## src/boot.hex

```
// Boot ROM image: one 32-bit word per line, word indices 0 to 15.
3c1d1000
27bdfff0
afbf000c
3c080000
25080040
3c092000
ad280000
8d2a0004
114a0003
00000000
0c000010
00000000
08000004
00000000
03e00008
24020001
```

## src/rtl/soc_bus_pkg.sv

```systemverilog
package soc_bus_pkg;

    // Master bus widths.
    localparam int ADDR_W = 32;
    localparam int DATA_W = 32;
    localparam int BE_W   = 4;

    // The top address nibble selects the region.
    localparam int REGION_HI = 31;
    localparam int REGION_LO = 28;
    localparam int REGION_W  = REGION_HI - REGION_LO + 1;

    localparam logic [REGION_W-1:0] REGION_RAM  = 'h0;
    localparam logic [REGION_W-1:0] REGION_ROM  = 'h1;
    localparam logic [REGION_W-1:0] REGION_GPIO = 'h2;

    // SSRAM byte address width.
    localparam int RAM_ADDR_W = 24;

    // Boot ROM geometry, one entry per 32-bit word.
    localparam int ROM_WORDS = 16;
    localparam int ROM_IDX_W = 4;

    // GPIO register map.
    localparam int GPIO_ADDR_W = 8;
    localparam logic [GPIO_ADDR_W-1:0] GPIO_OUT_OFS = 'h00;
    localparam logic [GPIO_ADDR_W-1:0] GPIO_IN_OFS  = 'h04;

    // Clocks from the address leaving the controller to the data being sampled.
    localparam int SSRAM_RD_LAT = 2;
    localparam int RD_CNT_W     = $clog2(SSRAM_RD_LAT + 1);

    // Value seen by the master when it reads a hole in the map.
    localparam logic [DATA_W-1:0] UNMAPPED_DATA = '0;

endpackage

```

## src/rtl/dbus.sv

```systemverilog
module dbus (
    input  logic                                clk,
    input  logic                                rst_n_i,

    input  logic                                bus_read_i,
    input  logic                                bus_write_i,
    input  logic [soc_bus_pkg::ADDR_W-1:0]      bus_address_i,
    input  logic [soc_bus_pkg::DATA_W-1:0]      bus_wrdata_i,
    input  logic [soc_bus_pkg::BE_W-1:0]        bus_byteenable_i,
    output logic [soc_bus_pkg::DATA_W-1:0]      bus_rddata_o,
    output logic                                bus_stall_o,

    output logic                                ram_rd_o,
    output logic                                ram_wr_o,
    output logic [soc_bus_pkg::RAM_ADDR_W-1:0]  ram_address_o,
    output logic [soc_bus_pkg::DATA_W-1:0]      ram_wrdata_o,
    output logic [soc_bus_pkg::BE_W-1:0]        ram_be_o,
    input  logic [soc_bus_pkg::DATA_W-1:0]      ram_rddata_i,
    input  logic                                ram_busy_i,

    output logic [soc_bus_pkg::ROM_IDX_W-1:0]   rom_index_o,
    input  logic [soc_bus_pkg::DATA_W-1:0]      rom_data_i,

    output logic                                gpio_rd_o,
    output logic                                gpio_wr_o,
    output logic [soc_bus_pkg::GPIO_ADDR_W-1:0] gpio_offset_o,
    output logic [soc_bus_pkg::DATA_W-1:0]      gpio_wrdata_o,
    output logic [soc_bus_pkg::BE_W-1:0]        gpio_be_o,
    input  logic [soc_bus_pkg::DATA_W-1:0]      gpio_rddata_i
);
    import soc_bus_pkg::*;

    logic [REGION_W-1:0] region;
    logic                sel_ram;
    logic                sel_rom;
    logic                sel_gpio;
    logic                rom_wait_q;
    logic                rom_stall;

    assign region   = bus_address_i[REGION_HI:REGION_LO];
    assign sel_ram  = (region == REGION_RAM);
    assign sel_rom  = (region == REGION_ROM);
    assign sel_gpio = (region == REGION_GPIO);

    assign ram_rd_o      = bus_read_i & sel_ram;
    assign ram_wr_o      = bus_write_i & sel_ram;
    assign ram_address_o = bus_address_i[RAM_ADDR_W-1:0];
    assign ram_wrdata_o  = bus_wrdata_i;
    assign ram_be_o      = bus_byteenable_i;

    // The ROM is word addressed.
    assign rom_index_o = bus_address_i[ROM_IDX_W+1:2];

    assign gpio_rd_o     = bus_read_i & sel_gpio;
    assign gpio_wr_o     = bus_write_i & sel_gpio;
    assign gpio_offset_o = bus_address_i[GPIO_ADDR_W-1:0];
    assign gpio_wrdata_o = bus_wrdata_i;
    assign gpio_be_o     = bus_byteenable_i;

    // A ROM read stalls once while the registered array output settles.
    // Writes to the ROM fall through with no wait and no effect.
    assign rom_stall = bus_read_i & sel_rom & ~rom_wait_q;

    always_ff @(posedge clk) begin
        if (!rst_n_i) begin
            rom_wait_q <= 1'b0;
        end else begin
            rom_wait_q <= rom_stall;
        end
    end

    assign bus_stall_o = ram_busy_i | rom_stall;

    always_comb begin
        case (region)
            REGION_RAM:  bus_rddata_o = ram_rddata_i;
            REGION_ROM:  bus_rddata_o = rom_data_i;
            REGION_GPIO: bus_rddata_o = gpio_rddata_i;
            default:     bus_rddata_o = UNMAPPED_DATA;
        endcase
    end

    a_one_strobe: assert property (
        @(posedge clk) disable iff (!rst_n_i)
        !(bus_read_i && bus_write_i)
    );

    // The master must not move the address under a stalled access.
    a_addr_held: assert property (
        @(posedge clk) disable iff (!rst_n_i)
        (bus_read_i || bus_write_i) && bus_stall_o |=> $stable(bus_address_i)
    );

endmodule

```

## src/rtl/ssram_ctl.sv

```systemverilog
module ssram_ctl (
    input  logic                               clk,
    input  logic                               rst_n_i,

    input  logic                               rd_i,
    input  logic                               wr_i,
    input  logic [soc_bus_pkg::RAM_ADDR_W-1:0] address_i,
    input  logic [soc_bus_pkg::DATA_W-1:0]     wrdata_i,
    input  logic [soc_bus_pkg::BE_W-1:0]       be_i,
    output logic [soc_bus_pkg::DATA_W-1:0]     rddata_o,
    output logic                               busy_o,

    output logic [soc_bus_pkg::RAM_ADDR_W-1:0] ssram_addr_o,
    output logic [soc_bus_pkg::DATA_W-1:0]     ssram_data_o,
    output logic                               ssram_data_oe_o,
    input  logic [soc_bus_pkg::DATA_W-1:0]     ssram_data_i,
    output logic [soc_bus_pkg::BE_W-1:0]       ssram_be_n_o,
    output logic                               ssram_ce_n_o,
    output logic                               ssram_we_n_o,
    output logic                               ssram_oe_n_o
);
    import soc_bus_pkg::*;

    typedef enum logic [1:0] {
        ST_IDLE,
        ST_WRITE,
        ST_RD_WAIT,
        ST_RD_DONE
    } state_e;

    state_e              state_q;
    logic [RD_CNT_W-1:0] lat_cnt_q;
    logic                start;
    logic                lat_done;

    assign start    = (state_q == ST_IDLE) && (rd_i || wr_i);
    assign lat_done = (lat_cnt_q == RD_CNT_W'(SSRAM_RD_LAT - 1));
    assign busy_o   = start || (state_q == ST_RD_WAIT);

    always_ff @(posedge clk) begin
        if (!rst_n_i) begin
            state_q         <= ST_IDLE;
            lat_cnt_q       <= '0;
            ssram_ce_n_o    <= 1'b1;
            ssram_we_n_o    <= 1'b1;
            ssram_oe_n_o    <= 1'b1;
            ssram_data_oe_o <= 1'b0;
        end else begin
            case (state_q)
                ST_IDLE: begin
                    lat_cnt_q <= '0;
                    if (wr_i) begin
                        state_q         <= ST_WRITE;
                        ssram_ce_n_o    <= 1'b0;
                        ssram_we_n_o    <= 1'b0;
                        ssram_data_oe_o <= 1'b1;
                    end else if (rd_i) begin
                        state_q      <= ST_RD_WAIT;
                        ssram_ce_n_o <= 1'b0;
                        ssram_oe_n_o <= 1'b0;
                    end
                end
                // One cycle on the pins is enough for a write.
                ST_WRITE: begin
                    state_q         <= ST_IDLE;
                    ssram_ce_n_o    <= 1'b1;
                    ssram_we_n_o    <= 1'b1;
                    ssram_data_oe_o <= 1'b0;
                end
                ST_RD_WAIT: begin
                    lat_cnt_q <= lat_cnt_q + 1'b1;
                    if (lat_done) begin
                        state_q      <= ST_RD_DONE;
                        ssram_ce_n_o <= 1'b1;
                        ssram_oe_n_o <= 1'b1;
                    end
                end
                ST_RD_DONE: state_q <= ST_IDLE;
                default:    state_q <= ST_IDLE;
            endcase
        end
    end

    // Pin payload is launched on the edge that accepts the strobe.
    // Read data is sampled SSRAM_RD_LAT edges after that launch.
    always_ff @(posedge clk) begin
        if (start) begin
            ssram_addr_o <= address_i;
            ssram_data_o <= wrdata_i;
            ssram_be_n_o <= ~be_i;
        end
        if (state_q == ST_RD_WAIT && lat_done) begin
            rddata_o <= ssram_data_i;
        end
    end

    a_no_we_oe: assert property (
        @(posedge clk) disable iff (!rst_n_i)
        !(!ssram_we_n_o && !ssram_oe_n_o)
    );

endmodule

```

## src/rtl/bootrom.sv

```systemverilog
module bootrom (
    input  logic                              clk,
    input  logic [soc_bus_pkg::ROM_IDX_W-1:0] index_i,
    output logic [soc_bus_pkg::DATA_W-1:0]    data_o
);
    import soc_bus_pkg::*;

    logic [DATA_W-1:0] rom_mem [ROM_WORDS];

    // Contents come from the boot image in the run directory.
    initial begin
        $readmemh("/design/src/boot.hex", rom_mem);
    end

    // Registered output, so data follows the index by one clock.
    always_ff @(posedge clk) begin
        data_o <= rom_mem[index_i];
    end

endmodule

```

## src/rtl/gpio_regs.sv

```systemverilog
module gpio_regs (
    input  logic                                clk,
    input  logic                                rst_n_i,

    input  logic                                rd_i,
    input  logic                                wr_i,
    input  logic [soc_bus_pkg::GPIO_ADDR_W-1:0] offset_i,
    input  logic [soc_bus_pkg::DATA_W-1:0]      wrdata_i,
    input  logic [soc_bus_pkg::BE_W-1:0]        be_i,
    output logic [soc_bus_pkg::DATA_W-1:0]      rddata_o,

    output logic [soc_bus_pkg::DATA_W-1:0]      gpio0_o,
    input  logic [soc_bus_pkg::DATA_W-1:0]      gpio1_i
);
    import soc_bus_pkg::*;

    logic [DATA_W-1:0] out_q;
    logic [DATA_W-1:0] in_meta_q;
    logic [DATA_W-1:0] in_sync_q;

    always_ff @(posedge clk) begin
        if (!rst_n_i) begin
            out_q <= '0;
        end else if (wr_i && offset_i == GPIO_OUT_OFS) begin
            for (int b = 0; b < BE_W; b++) begin
                if (be_i[b]) begin
                    out_q[b*8 +: 8] <= wrdata_i[b*8 +: 8];
                end
            end
        end
    end

    // The input pins are asynchronous to clk.
    always_ff @(posedge clk) begin
        in_meta_q <= gpio1_i;
        in_sync_q <= in_meta_q;
    end

    always_comb begin
        rddata_o = '0;
        if (rd_i) begin
            case (offset_i)
                GPIO_OUT_OFS: rddata_o = out_q;
                GPIO_IN_OFS:  rddata_o = in_sync_q;
                default:      rddata_o = '0;
            endcase
        end
    end

    assign gpio0_o = out_q;

endmodule

```

## src/rtl/soc_bus_top.sv

```systemverilog
module soc_bus_top (
    input  logic                               clk,
    input  logic                               rst_n_i,

    input  logic                               bus_read_i,
    input  logic                               bus_write_i,
    input  logic [soc_bus_pkg::ADDR_W-1:0]     bus_address_i,
    input  logic [soc_bus_pkg::DATA_W-1:0]     bus_wrdata_i,
    input  logic [soc_bus_pkg::BE_W-1:0]       bus_byteenable_i,
    output logic [soc_bus_pkg::DATA_W-1:0]     bus_rddata_o,
    output logic                               bus_stall_o,

    output logic [soc_bus_pkg::RAM_ADDR_W-1:0] ssram_addr_o,
    output logic [soc_bus_pkg::DATA_W-1:0]     ssram_data_o,
    output logic                               ssram_data_oe_o,
    input  logic [soc_bus_pkg::DATA_W-1:0]     ssram_data_i,
    output logic [soc_bus_pkg::BE_W-1:0]       ssram_be_n_o,
    output logic                               ssram_ce_n_o,
    output logic                               ssram_we_n_o,
    output logic                               ssram_oe_n_o,

    output logic [soc_bus_pkg::DATA_W-1:0]     gpio0_o,
    input  logic [soc_bus_pkg::DATA_W-1:0]     gpio1_i
);
    import soc_bus_pkg::*;

    logic                   ram_rd;
    logic                   ram_wr;
    logic [RAM_ADDR_W-1:0]  ram_address;
    logic [DATA_W-1:0]      ram_wrdata;
    logic [BE_W-1:0]        ram_be;
    logic [DATA_W-1:0]      ram_rddata;
    logic                   ram_busy;
    logic [ROM_IDX_W-1:0]   rom_index;
    logic [DATA_W-1:0]      rom_data;
    logic                   gpio_rd;
    logic                   gpio_wr;
    logic [GPIO_ADDR_W-1:0] gpio_offset;
    logic [DATA_W-1:0]      gpio_wrdata;
    logic [BE_W-1:0]        gpio_be;
    logic [DATA_W-1:0]      gpio_rddata;

    dbus u_dbus (
        .clk              (clk),
        .rst_n_i          (rst_n_i),
        .bus_read_i       (bus_read_i),
        .bus_write_i      (bus_write_i),
        .bus_address_i    (bus_address_i),
        .bus_wrdata_i     (bus_wrdata_i),
        .bus_byteenable_i (bus_byteenable_i),
        .bus_rddata_o     (bus_rddata_o),
        .bus_stall_o      (bus_stall_o),
        .ram_rd_o         (ram_rd),
        .ram_wr_o         (ram_wr),
        .ram_address_o    (ram_address),
        .ram_wrdata_o     (ram_wrdata),
        .ram_be_o         (ram_be),
        .ram_rddata_i     (ram_rddata),
        .ram_busy_i       (ram_busy),
        .rom_index_o      (rom_index),
        .rom_data_i       (rom_data),
        .gpio_rd_o        (gpio_rd),
        .gpio_wr_o        (gpio_wr),
        .gpio_offset_o    (gpio_offset),
        .gpio_wrdata_o    (gpio_wrdata),
        .gpio_be_o        (gpio_be),
        .gpio_rddata_i    (gpio_rddata)
    );

    ssram_ctl u_ssram_ctl (
        .clk             (clk),
        .rst_n_i         (rst_n_i),
        .rd_i            (ram_rd),
        .wr_i            (ram_wr),
        .address_i       (ram_address),
        .wrdata_i        (ram_wrdata),
        .be_i            (ram_be),
        .rddata_o        (ram_rddata),
        .busy_o          (ram_busy),
        .ssram_addr_o    (ssram_addr_o),
        .ssram_data_o    (ssram_data_o),
        .ssram_data_oe_o (ssram_data_oe_o),
        .ssram_data_i    (ssram_data_i),
        .ssram_be_n_o    (ssram_be_n_o),
        .ssram_ce_n_o    (ssram_ce_n_o),
        .ssram_we_n_o    (ssram_we_n_o),
        .ssram_oe_n_o    (ssram_oe_n_o)
    );

    bootrom u_bootrom (
        .clk     (clk),
        .index_i (rom_index),
        .data_o  (rom_data)
    );

    gpio_regs u_gpio_regs (
        .clk      (clk),
        .rst_n_i  (rst_n_i),
        .rd_i     (gpio_rd),
        .wr_i     (gpio_wr),
        .offset_i (gpio_offset),
        .wrdata_i (gpio_wrdata),
        .be_i     (gpio_be),
        .rddata_o (gpio_rddata),
        .gpio0_o  (gpio0_o),
        .gpio1_i  (gpio1_i)
    );

endmodule

```

## config.mk

```make
export PLATFORM = sky130hd
export DESIGN_NAME = soc_bus_top
export DESIGN_NICKNAME = d
export VERILOG_FILES = /design/src/rtl/soc_bus_pkg.sv /design/src/rtl/dbus.sv /design/src/rtl/ssram_ctl.sv /design/src/rtl/bootrom.sv /design/src/rtl/gpio_regs.sv /design/src/rtl/soc_bus_top.sv
export SDC_FILE = /design/constraint.sdc
export NUM_CORES = 1
export LEC_CHECK = 0
export BUFFER_PORTS_ARGS = -buffer_cell sky130_fd_sc_hd__buf_2
export CORE_ASPECT_RATIO = 0.9
export CORE_MARGIN = 3
export CORE_UTILIZATION = 46
export DETAILED_ROUTE_END_ITERATION = 10
export PLACE_DENSITY = 0.76
export RECOVER_POWER = 100
export SLEW_MARGIN = 20
export SYNTH_ARGS = -nofsm -noshare
export SYNTH_HDL_FRONTEND = slang
export SYNTH_HIERARCHICAL = 1
export SYNTH_SLANG_ARGS = --single-unit
```

## constraint.sdc

```tcl
create_clock -name clk -period 3.8 [get_ports clk]
set_clock_uncertainty 0.15 [all_clocks]
set_input_delay 0.57 -clock clk [delete_from_list [all_inputs] [get_ports clk]]
set_output_delay 0.57 -clock clk [all_outputs]
set_load 0.005 [all_outputs]
```

# Yosys cells after proc, flatten, opt, wreduce, memory -nomap -nowiden
# Cells that the tools add are included.
[totals]
register_bits = 229
out_inout_bits = 129
word_cells = 78
[op_classes]
n_addsub = 1
n_eq_ne = 12
muxes = 18
bitwise_logic = 9
reduce_logical = 20
[op_table]
columns = ["op", "n"]
rows = [
  ["$pmux W32 S3", 1],
  ["$pmux W32 S2", 1],
  ["$mux W32", 1],
  ["$reduce_and A2 Y1", 6],
  ["$eq A8 B3 Y1 const B", 1],
  ["$logic_not A8 Y1", 1],
  ["$and A1 B1 Y1", 6],
  ["$mux W1", 6],
  ["$mux W2", 3],
  ["$ne A2 B1 Y1 const B", 3],
  ["$pmux W1 S2", 3],
  ["$pmux W2 S3", 1],
  ["$eq A2 B1 Y1 const B", 2],
  ["$eq A2 B2 Y1 const B", 2],
  ["$eq A4 B1 Y1 const B", 1],
  ["$eq A4 B2 Y1 const B", 1],
  ["$logic_not A4 Y1", 1],
  ["$not A4 Y4", 1],
  ["$pmux W2 S2", 1],
  ["$reduce_and A4 Y1", 1],
  ["$reduce_bool A2 Y1", 2],
  ["$logic_and A1 B1 Y1", 3],
  ["$ne A3 B1 Y1 const B", 1],
  ["$pmux W1 S3", 1],
  ["9 further kinds", 10],
]

# Depth between registers and ports, before layout
# Gate-level depths: netlist of the first run.
[depth]
depth_word = 6
mapped_depth = 8
depth_no_buf = 6

# By module
# Netlist of the first run, hierarchy kept.
[by_module_without_submodules]
columns = ["mod", "n_inst", "cells_each", "area_each_um2", "seq_area_each_um2"]
rows = [
  ["ssram_ctl", 1, 149, 3260.6, 2922.8],
  ["gpio_regs", 1, 279, 3139.3, 1921.8],
  ["dbus", 1, 194, 1781.7, 20.0],
  ["bootrom", 1, 33, 244.0, 0.0],
]

# Least setup slack after synthesis of the first run
# OpenSTA, ideal clock, no wires.
[synth_timing]
path_kind = "input port to output port"
start = "input port bus_address_i[28] (netlist name)"
end = "output port bus_stall_o"
arrival_ns = 3.363
required_time_ns = 3.080
setup_slack_ns = -0.283
path_stages = 6
path_buffers = 1
path_cell_list = "or3_1 > clkbuf_1 > nor3b_1 > o21a_1 > or2_1 > a31o_1"
[synth_between]
elab_chain_len = 6
elab_cells_between_ends = 10
[synth_lines]
columns = ["element", "line_no", "text"]
rows = [
  ["start, declared", "soc_bus_top.sv:7", "input logic [soc_bus_pkg::ADDR_W-1:0] bus_address_i,"],
  ["$logic_not A4 Y1", "dbus.sv:41", "assign sel_ram = (region == REGION_RAM);"],
  ["$and A1 B1 Y1", "dbus.sv:46", "assign ram_wr_o = bus_write_i & sel_ram;"],
  ["named net ram_wr", "soc_bus_top.sv:28", "logic ram_wr;"],
  ["$logic_or A1 B1 Y1", "ssram_ctl.sv:36", "assign start = (state_q == ST_IDLE) && (rd_i || wr_i);"],
  ["$logic_and A1 B1 Y1", "ssram_ctl.sv:36", ""],
  ["named net u_ssram_ctl.start", "ssram_ctl.sv:33", "logic start;"],
  ["$logic_or A1 B1 Y1", "ssram_ctl.sv:38", "assign busy_o = start || (state_q == ST_RD_WAIT);"],
  ["named net ram_busy", "soc_bus_top.sv:33", "logic ram_busy;"],
  ["$or A1 B1 Y1", "dbus.sv:72", "assign bus_stall_o = ram_busy_i | rom_stall;"],
  ["end, declared", "soc_bus_top.sv:11", "output logic bus_stall_o,"],
]
# The timed path passes the listed nets, and every way through them passes these cells.

# Worst setup path in the final report of the first run
[layout_timing]
start = "input port bus_address_i[29] (netlist name)"
end = "output port bus_rddata_o[15] (netlist name)"
[layout_between]
elab_chain_len = 4
elab_cells_between_ends = 6
[layout_lines]
columns = ["element", "line_no", "text"]
rows = [
  ["$eq A4 B2 Y1", "dbus.sv:43", "assign sel_gpio = (region == REGION_GPIO);"],
  ["$and A1 B1 Y1", "dbus.sv:54", "assign gpio_rd_o = bus_read_i & sel_gpio;"],
  ["named net gpio_rd", "soc_bus_top.sv:36", "logic gpio_rd;"],
  ["$mux W32", "gpio_regs.sv:41", "if (rd_i) begin"],
  ["named net gpio_rddata[15]", "soc_bus_top.sv:41", "logic [DATA_W-1:0] gpio_rddata;"],
  ["$pmux W32 S3", "dbus.sv:75", "case (region)"],
  ["end, declared", "soc_bus_top.sv:10", "output logic [soc_bus_pkg::DATA_W-1:0] bus_rddata_o,"],
]
# The timed path passes the listed nets, and every way through them passes these cells.

==> results of run 1 <==
## power by group
part	leakage, nW	switching [mW]	internal [mW]
registers	1.70	0.0291	2.31
clock network	0.284	0.828	0.929
logic	1.99	0.233	0.181
total	3.98	1.09	3.42
## cell type report
class	count	area, um^2	area share (%)
Sequential cell	197	4865	51.81
Tap cell	240	300.3	3.198
Inverter	9	33.78	0.3598
Timing Repair Buffer	274	1252	13.34
Clock inverter	14	146.4	1.559
Clock buffer	18	429.2	4.571
Multi-Input combinational cell	313	2362	25.16
## placed cells by master (no fill, tap or decap), drive strengths merged, types with 5 or more instances in the layout
master	count
buf	157
clkbuf	135
clkinv	6
conb	32
dfxtp	105
edfxtp	92
ha	5
inv	15
mux2i	96
nand2	66
nor2	34
o2bb2ai	33
## path summary, 6_finish.rpt
check,startpoint,endpoint,slack [ns],cells after the start
setup / recovery,bus_address_i[29],bus_rddata_o[15],0.58,9
hold / removal,gpio1_i[17],u_gpio_regs/in_meta_q[17]$_DFF_P_,0.09,1
setup reg to reg,u_ssram_ctl/state_q[0]$_SDFFE_PN0P_,u_ssram_ctl/ssram_oe_n_o$_SDFFE_PN1P_,1.06,5
hold reg to reg,u_gpio_regs/in_meta_q[12]$_DFF_P_,u_gpio_regs/in_sync_q[12]$_DFF_P_,0.18,0
## registers in the layout, summed over array words and instances, names as in the netlist
signal,cells
u_gpio_regs/in_meta_q,32
u_ssram_ctl/lat_cnt_q,2
u_ssram_ctl/ssram_we_n_o,1
u_gpio_regs/gpio0_o,32
u_gpio_regs/in_sync_q,32
u_ssram_ctl/ssram_be_n_o,4
u_ssram_ctl/ssram_oe_n_o,1
u_ssram_ctl/ssram_addr_o,24
u_ssram_ctl/rddata_o,32
u_dbus/rom_wait_q,1
u_ssram_ctl/ssram_ce_n_o,1
u_ssram_ctl/ssram_data_o,32
u_ssram_ctl/state_q,2
u_ssram_ctl/ssram_data_oe_o,1
## routing by layer
metal / wire length (um) / vias to the layer above / global-route usage (%)
met2: 8872 / 188 / 30.48
met1: 7518 / 2230 / 21.98
met5: 30 / - / 0
met3: 1171 / 20 / 5.101
met4: 289 / 4 / 6.054
li1: - / 2402 / -
## metrics by stage
step                      instances  total power, mW
after global placement         1033            2.811
after global routing           1065            4.716
after CTS                      1065            4.575
final                          1065            4.510
after detailed placement       1033            2.824
after floorplan                 682            2.741
## critical path, cell delays in order
cell       delay, ns
buf_2           0.16
clkbuf_2        0.50
and3_1          0.31
nand3_2         0.07
buf_4           0.25
nor2_1          0.14
mux2i_1         0.07
o2bb2ai_1       0.24
buf_2           0.17
==> summary.txt, run 1 <==
Outcome
  • Outcome: finished, violations left
  • Failing checks: capacitance limit, slew limit

Routing
  • Routed WL: 17.88 mm
  • Via-to-Cell Ratio: 4.548
  • DR pass1 iterations: 4
  • Starting DRT DRC Count: 204
  • Wire length per cell: 16.79 um
  • # DRC: 0
  • Via Count: 4844
  • Post-route ant nets: 0

Clocking
  • CTS tree: yes
  • Clock sink total: 197
  • Hold buffer count at cts: 0
  • Num CTS Buffers: 17
  • CTS root buf: clkbuf_16
  • CTS max path bufs: 2
  • Post-CTS setup buffers: 0
  • H-tree lvl count: 4
  • Post-CTS resize count: 0
  • Clk_lat worst skew: 0.42 ns
  • Clk slew on worst S/H paths: 0.07 ns

Worst setup path
  • CP arrival: 2.50 ns
  • Worst-path fanout max: 32
  • Crit. End Element: output port
  • WP data required: 3.08 ns
  • CP Launch Type: input port
  • CP Class: input port to output port

Floorplanning
  • DIE AREA: 0.01991 mm^2
  • # IOs: 265
  • Chip Width: 148.4 um
  • Die span in y: 134.2 um
  • Num rows: 46
  • Core Area: 0.01778 mm^2
  • Starting Density: 47.21%

Placement
  • HPWL Detailed: 13.20 mm
  • Port Buf Inserts: 260
  • Pre-CTS WS: 0.6585 ns
  • Gp weighted congestion: 0.7852
  • Placed cell area: 0.009041 mm^2

GRT
  • Total Routing Usage GR: 17.90%
  • First-pass GRT wire length: 26.72 mm
  • Vias in the first global route: 4783
  • GRT overflow: 0
  • Initial antenna violation count: 2
  • Largest net degree at the start of global routing: 61

Finish
  • Fin nets: 953
  • Layout area overhead: 11.83%
  • Fillcell total: 1599
  • Final Cell Area: 0.009389 mm^2
  • Post-layout util: 52.79%
  • Layout cell share with drive strength beyond 1: 27.64%
  • Antenna cells: 0

STA
  • Hold Slack: 0.08618 ns
  • Hold Fails Final Rpt: 0
  • Minimum clock period: 3.224 ns
  • Post-route setup slack: 0.5758 ns
  • Fin crit share: 84.85%
  • Slew margin rel.: -56.89%
  • Unrepaired setup endpoints after global routing: false
  • Final Max Slew Viols: 69
  • Actual slew at the worst max-slew pin: 2.353 ns
  • Fmax: 310.2 MHz
  • Final Setup Violations: 0
  • Setup TNS: 0 ns

Pwr
  • Pwr dens: 480.4 mW/mm^2
  • Leakage power: 3.979 nW
  • Worst IR Drop VDD: 0.0002986 V

Synthesis
  • Syn avg cell area: 12.90 um^2
  • Ys Warns: 6
  • Synthesized area: 0.008396 mm^2
  • Post-Syn Instances: 651

Hold path
  • HP Class: input port to flip-flop

Run
  • # Max-Cap Violations: 2
Power figures use the tool's default switching activity.
==> inputs of run 2 (changes only) <==
==> constraint.sdc (replaced) <==
create_clock -name clk -period 2.6 [get_ports clk]
set_clock_uncertainty 0.15 [all_clocks]
set_input_delay 0.39 -clock clk [delete_from_list [all_inputs] [get_ports clk]]
set_output_delay 0.39 -clock clk [all_outputs]
set_load 0.005 [all_outputs]
==> run 2 against run 1 <==
The run still ends with capacitance limit, slew limit left; sequential power is 46% higher; global-route usage is 1.5 points higher; non-clock buffer count is 113 higher; core utilization is 7.0 points higher; register-to-register slack worse by 0.71 ns; flip-flop and latch count stayed put.
==> summary.txt, run 2 (synthesized netlist as in run 1, its figures left out) <==
STA
  • Slew margin rel.: -4.580%
  • Fmax: 407.8 MHz
  • Minimum clock period: 2.452 ns
  • Post-route setup slack: 0.1481 ns
  • Hold Fails Final Rpt: 0
  • Unrepaired setup endpoints after global routing: false
  • Setup TNS: 0 ns
  • Actual slew at the worst max-slew pin: 1.569 ns
  • Final Max Slew Viols: 31
  • Fin crit share: 94.30%
  • Final Setup Violations: 0

Finish
  • Fin nets: 1066
  • Fillcell total: 1452
  • Antenna cells: 0
  • Finished Layout Cells: 1178
  • Final Cell Area: 0.01064 mm^2
  • Commonest non-fill, non-tap cell in the layout: buf_2
  • Layout cell share with drive strength beyond 1: 23.56%
  • Layout area overhead: 26.72%
  • Most frequent cells in the layout: buf_2 (132), clkbuf_1 (131), dlygate4sd3_1 (111), dfxtp_1 (105), mux2i_1 (96)

Worst setup path
  • CP arrival: 1.91 ns
  • Buffer and inverter count on the worst path: 2
  • CP Launch Type: flip-flop
  • CP Class: flip-flop to output port
  • Worst-path fanout max: 12
  • Cell family with most CP delay: flip-flops
  • WP data required: 2.06 ns
  • Crit-path max cell delay: 0.39 ns
  • Crit. End Element: output port
  • Worst-path cell chain: inv_1 -> ha_1 -> o21a_4 -> or2_1 -> a31o_1 -> buf_2
  • Cell with the largest stage delay on the worst path: dfxtp_1

GRT
  • GRT overflow: 0
  • Largest net degree at the start of global routing: 44
  • First-pass GRT wire length: 29.80 mm
  • Total Routing Usage GR: 19.43%
  • Initial antenna violation count: 0
  • Vias in the first global route: 5738

Pwr
  • Comb pwr share: 11.1%
  • Worst IR Drop VDD: 0.0004668 V
  • Reg power frac: 50.2%
  • Cell-internal power: 5.263 mW
  • Net Sw Power: 1.554 mW
  • Pwr dens: 640.8 mW/mm^2
  • Power, Total: 6.817 mW
  • Share of power burned in the clock network: 38.7%
  • Leakage power: 4.466 nW
  • Switching share of power: 22.79%

Clocking
  • Clk_lat worst skew: 0.42 ns
  • CTS root buf: clkbuf_16
  • Clock sink total: 197
  • Num CTS Buffers: 17
  • Clk slew on worst S/H paths: 0.07 ns
  • CTS max path bufs: 2
  • CTS tree: yes
  • H-tree lvl count: 4

Placement
  • Port Buf Inserts: 260
  • Gp weighted congestion: 0.7617
  • HPWL Detailed: 12.46 mm
  • Placed cell area: 0.009123 mm^2
  • Pre-CTS WS: 0.09927 ns
  • Placed cell count: 1035

Floorplanning
  • Die span in y: 134.2 um
  • DIE AREA: 0.01991 mm^2
  • # IOs: 265
  • Chip Width: 148.4 um
  • Num rows: 46
  • Core Area: 0.01778 mm^2
  • Starting Density: 47.21%

Run
  • # Max-Cap Violations: 1

Routing
  • # DRC: 0
  • Post-route ant nets: 0
  • Via-to-Cell Ratio: 4.642
  • Wire length per cell: 16.67 um
  • Via Count: 5468
  • DR pass1 iterations: 5
  • Starting DRT DRC Count: 220
  • Routed WL: 19.64 mm

Hold path
  • HP Class: input port to flip-flop

Outcome
  • Outcome: finished, violations left
  • Failing checks: capacitance limit, slew limit
## run 2: cell types whose count changed in the layout (fill, tap and decap cells not counted), sizes merged
cell	before	now
dlygate4sd3	0	111
clkbuf	135	154
buf	157	145
clkinv	6	3
inv	15	12
bufinv	1	2
## run 2: area by class of cell
| type | count | area [um^2] | share of cell area, % |
|---|---|---|---|
| inverter | 9 | 33.78 | 0.3175 |
| timing repair buffer | 387 | 2401 | 22.57 |
| tap | 240 | 300.3 | 2.823 |
| clock buffer | 23 | 478.0 | 4.493 |
| sequential | 197 | 4865 | 45.72 |
| multi-input combinational | 313 | 2445 | 22.98 |
| clock inverter | 9 | 116.4 | 1.094 |
## run 2: worst register-to-register path, stage by stage, from the launching register on
cell and delay, ns:
dfxtp_1 0.33, inv_1 0.10, ha_1 0.31, and2_2 0.71, clkbuf_1 0.34
## run 2: routing by layer
layer / vias up / routed length (um) / track usage [%]
li1: 2635 / - / -
met2: 205 / 9922 / 34.52
met5: - / 0 / 0
met3: 24 / 1298 / 5.574
met4: 0 / 334 / 6.311
met1: 2604 / 8085 / 22.69
## run 2: power by group through the flow
stage	combinational [mW]	sequential, mW	clock (mW)
after global placement	0.638	3.48	0
after detailed placement	0.648	3.49	0
after global routing	0.827	3.43	2.83
after floorplan	0.522	3.49	0
final	0.758	3.42	2.64
after CTS	0.777	3.42	2.70
## run 2: stage by stage
stage | utilization, % | hold slack [ns]
2_1_floorplan | - | 0.1596
6_report | 59.82 | 0.06975
5_1_grt | 59.82 | 0.03791
3_5_place_dp | 51.29 | 0.1621
3_3_place_gp | 51.29 | 0.1608
4_1_cts | 60.77 | 0.002781
## run 2: final timing paths
kind / start / to / slack (ns) / cells after the start
worst max-delay path: u_ssram_ctl/state_q[1]$_SDFFE_PN0P_ / bus_stall_o / 0.15 / 6
worst min-delay path: ssram_data_i[26] / u_ssram_ctl/rddata_o[26]$_DFFE_PP_ / 0.07 / 1
worst max register to register: u_ssram_ctl/state_q[0]$_SDFFE_PN0P_ / u_ssram_ctl/rddata_o[28]$_DFFE_PP_ / 0.35 / 4
worst min register to register: u_gpio_regs/in_meta_q[11]$_DFF_P_ / u_gpio_regs/in_sync_q[11]$_DFF_P_ / 0.17 / 0
## run 2: what timing repair did
item	4_1_cts	5_1_grt
hold buffers	109	2
resized for setup	0	1
endpoints found under the setup margin	0	5
hold endpoints to repair	109	2
setup buffers	0	0
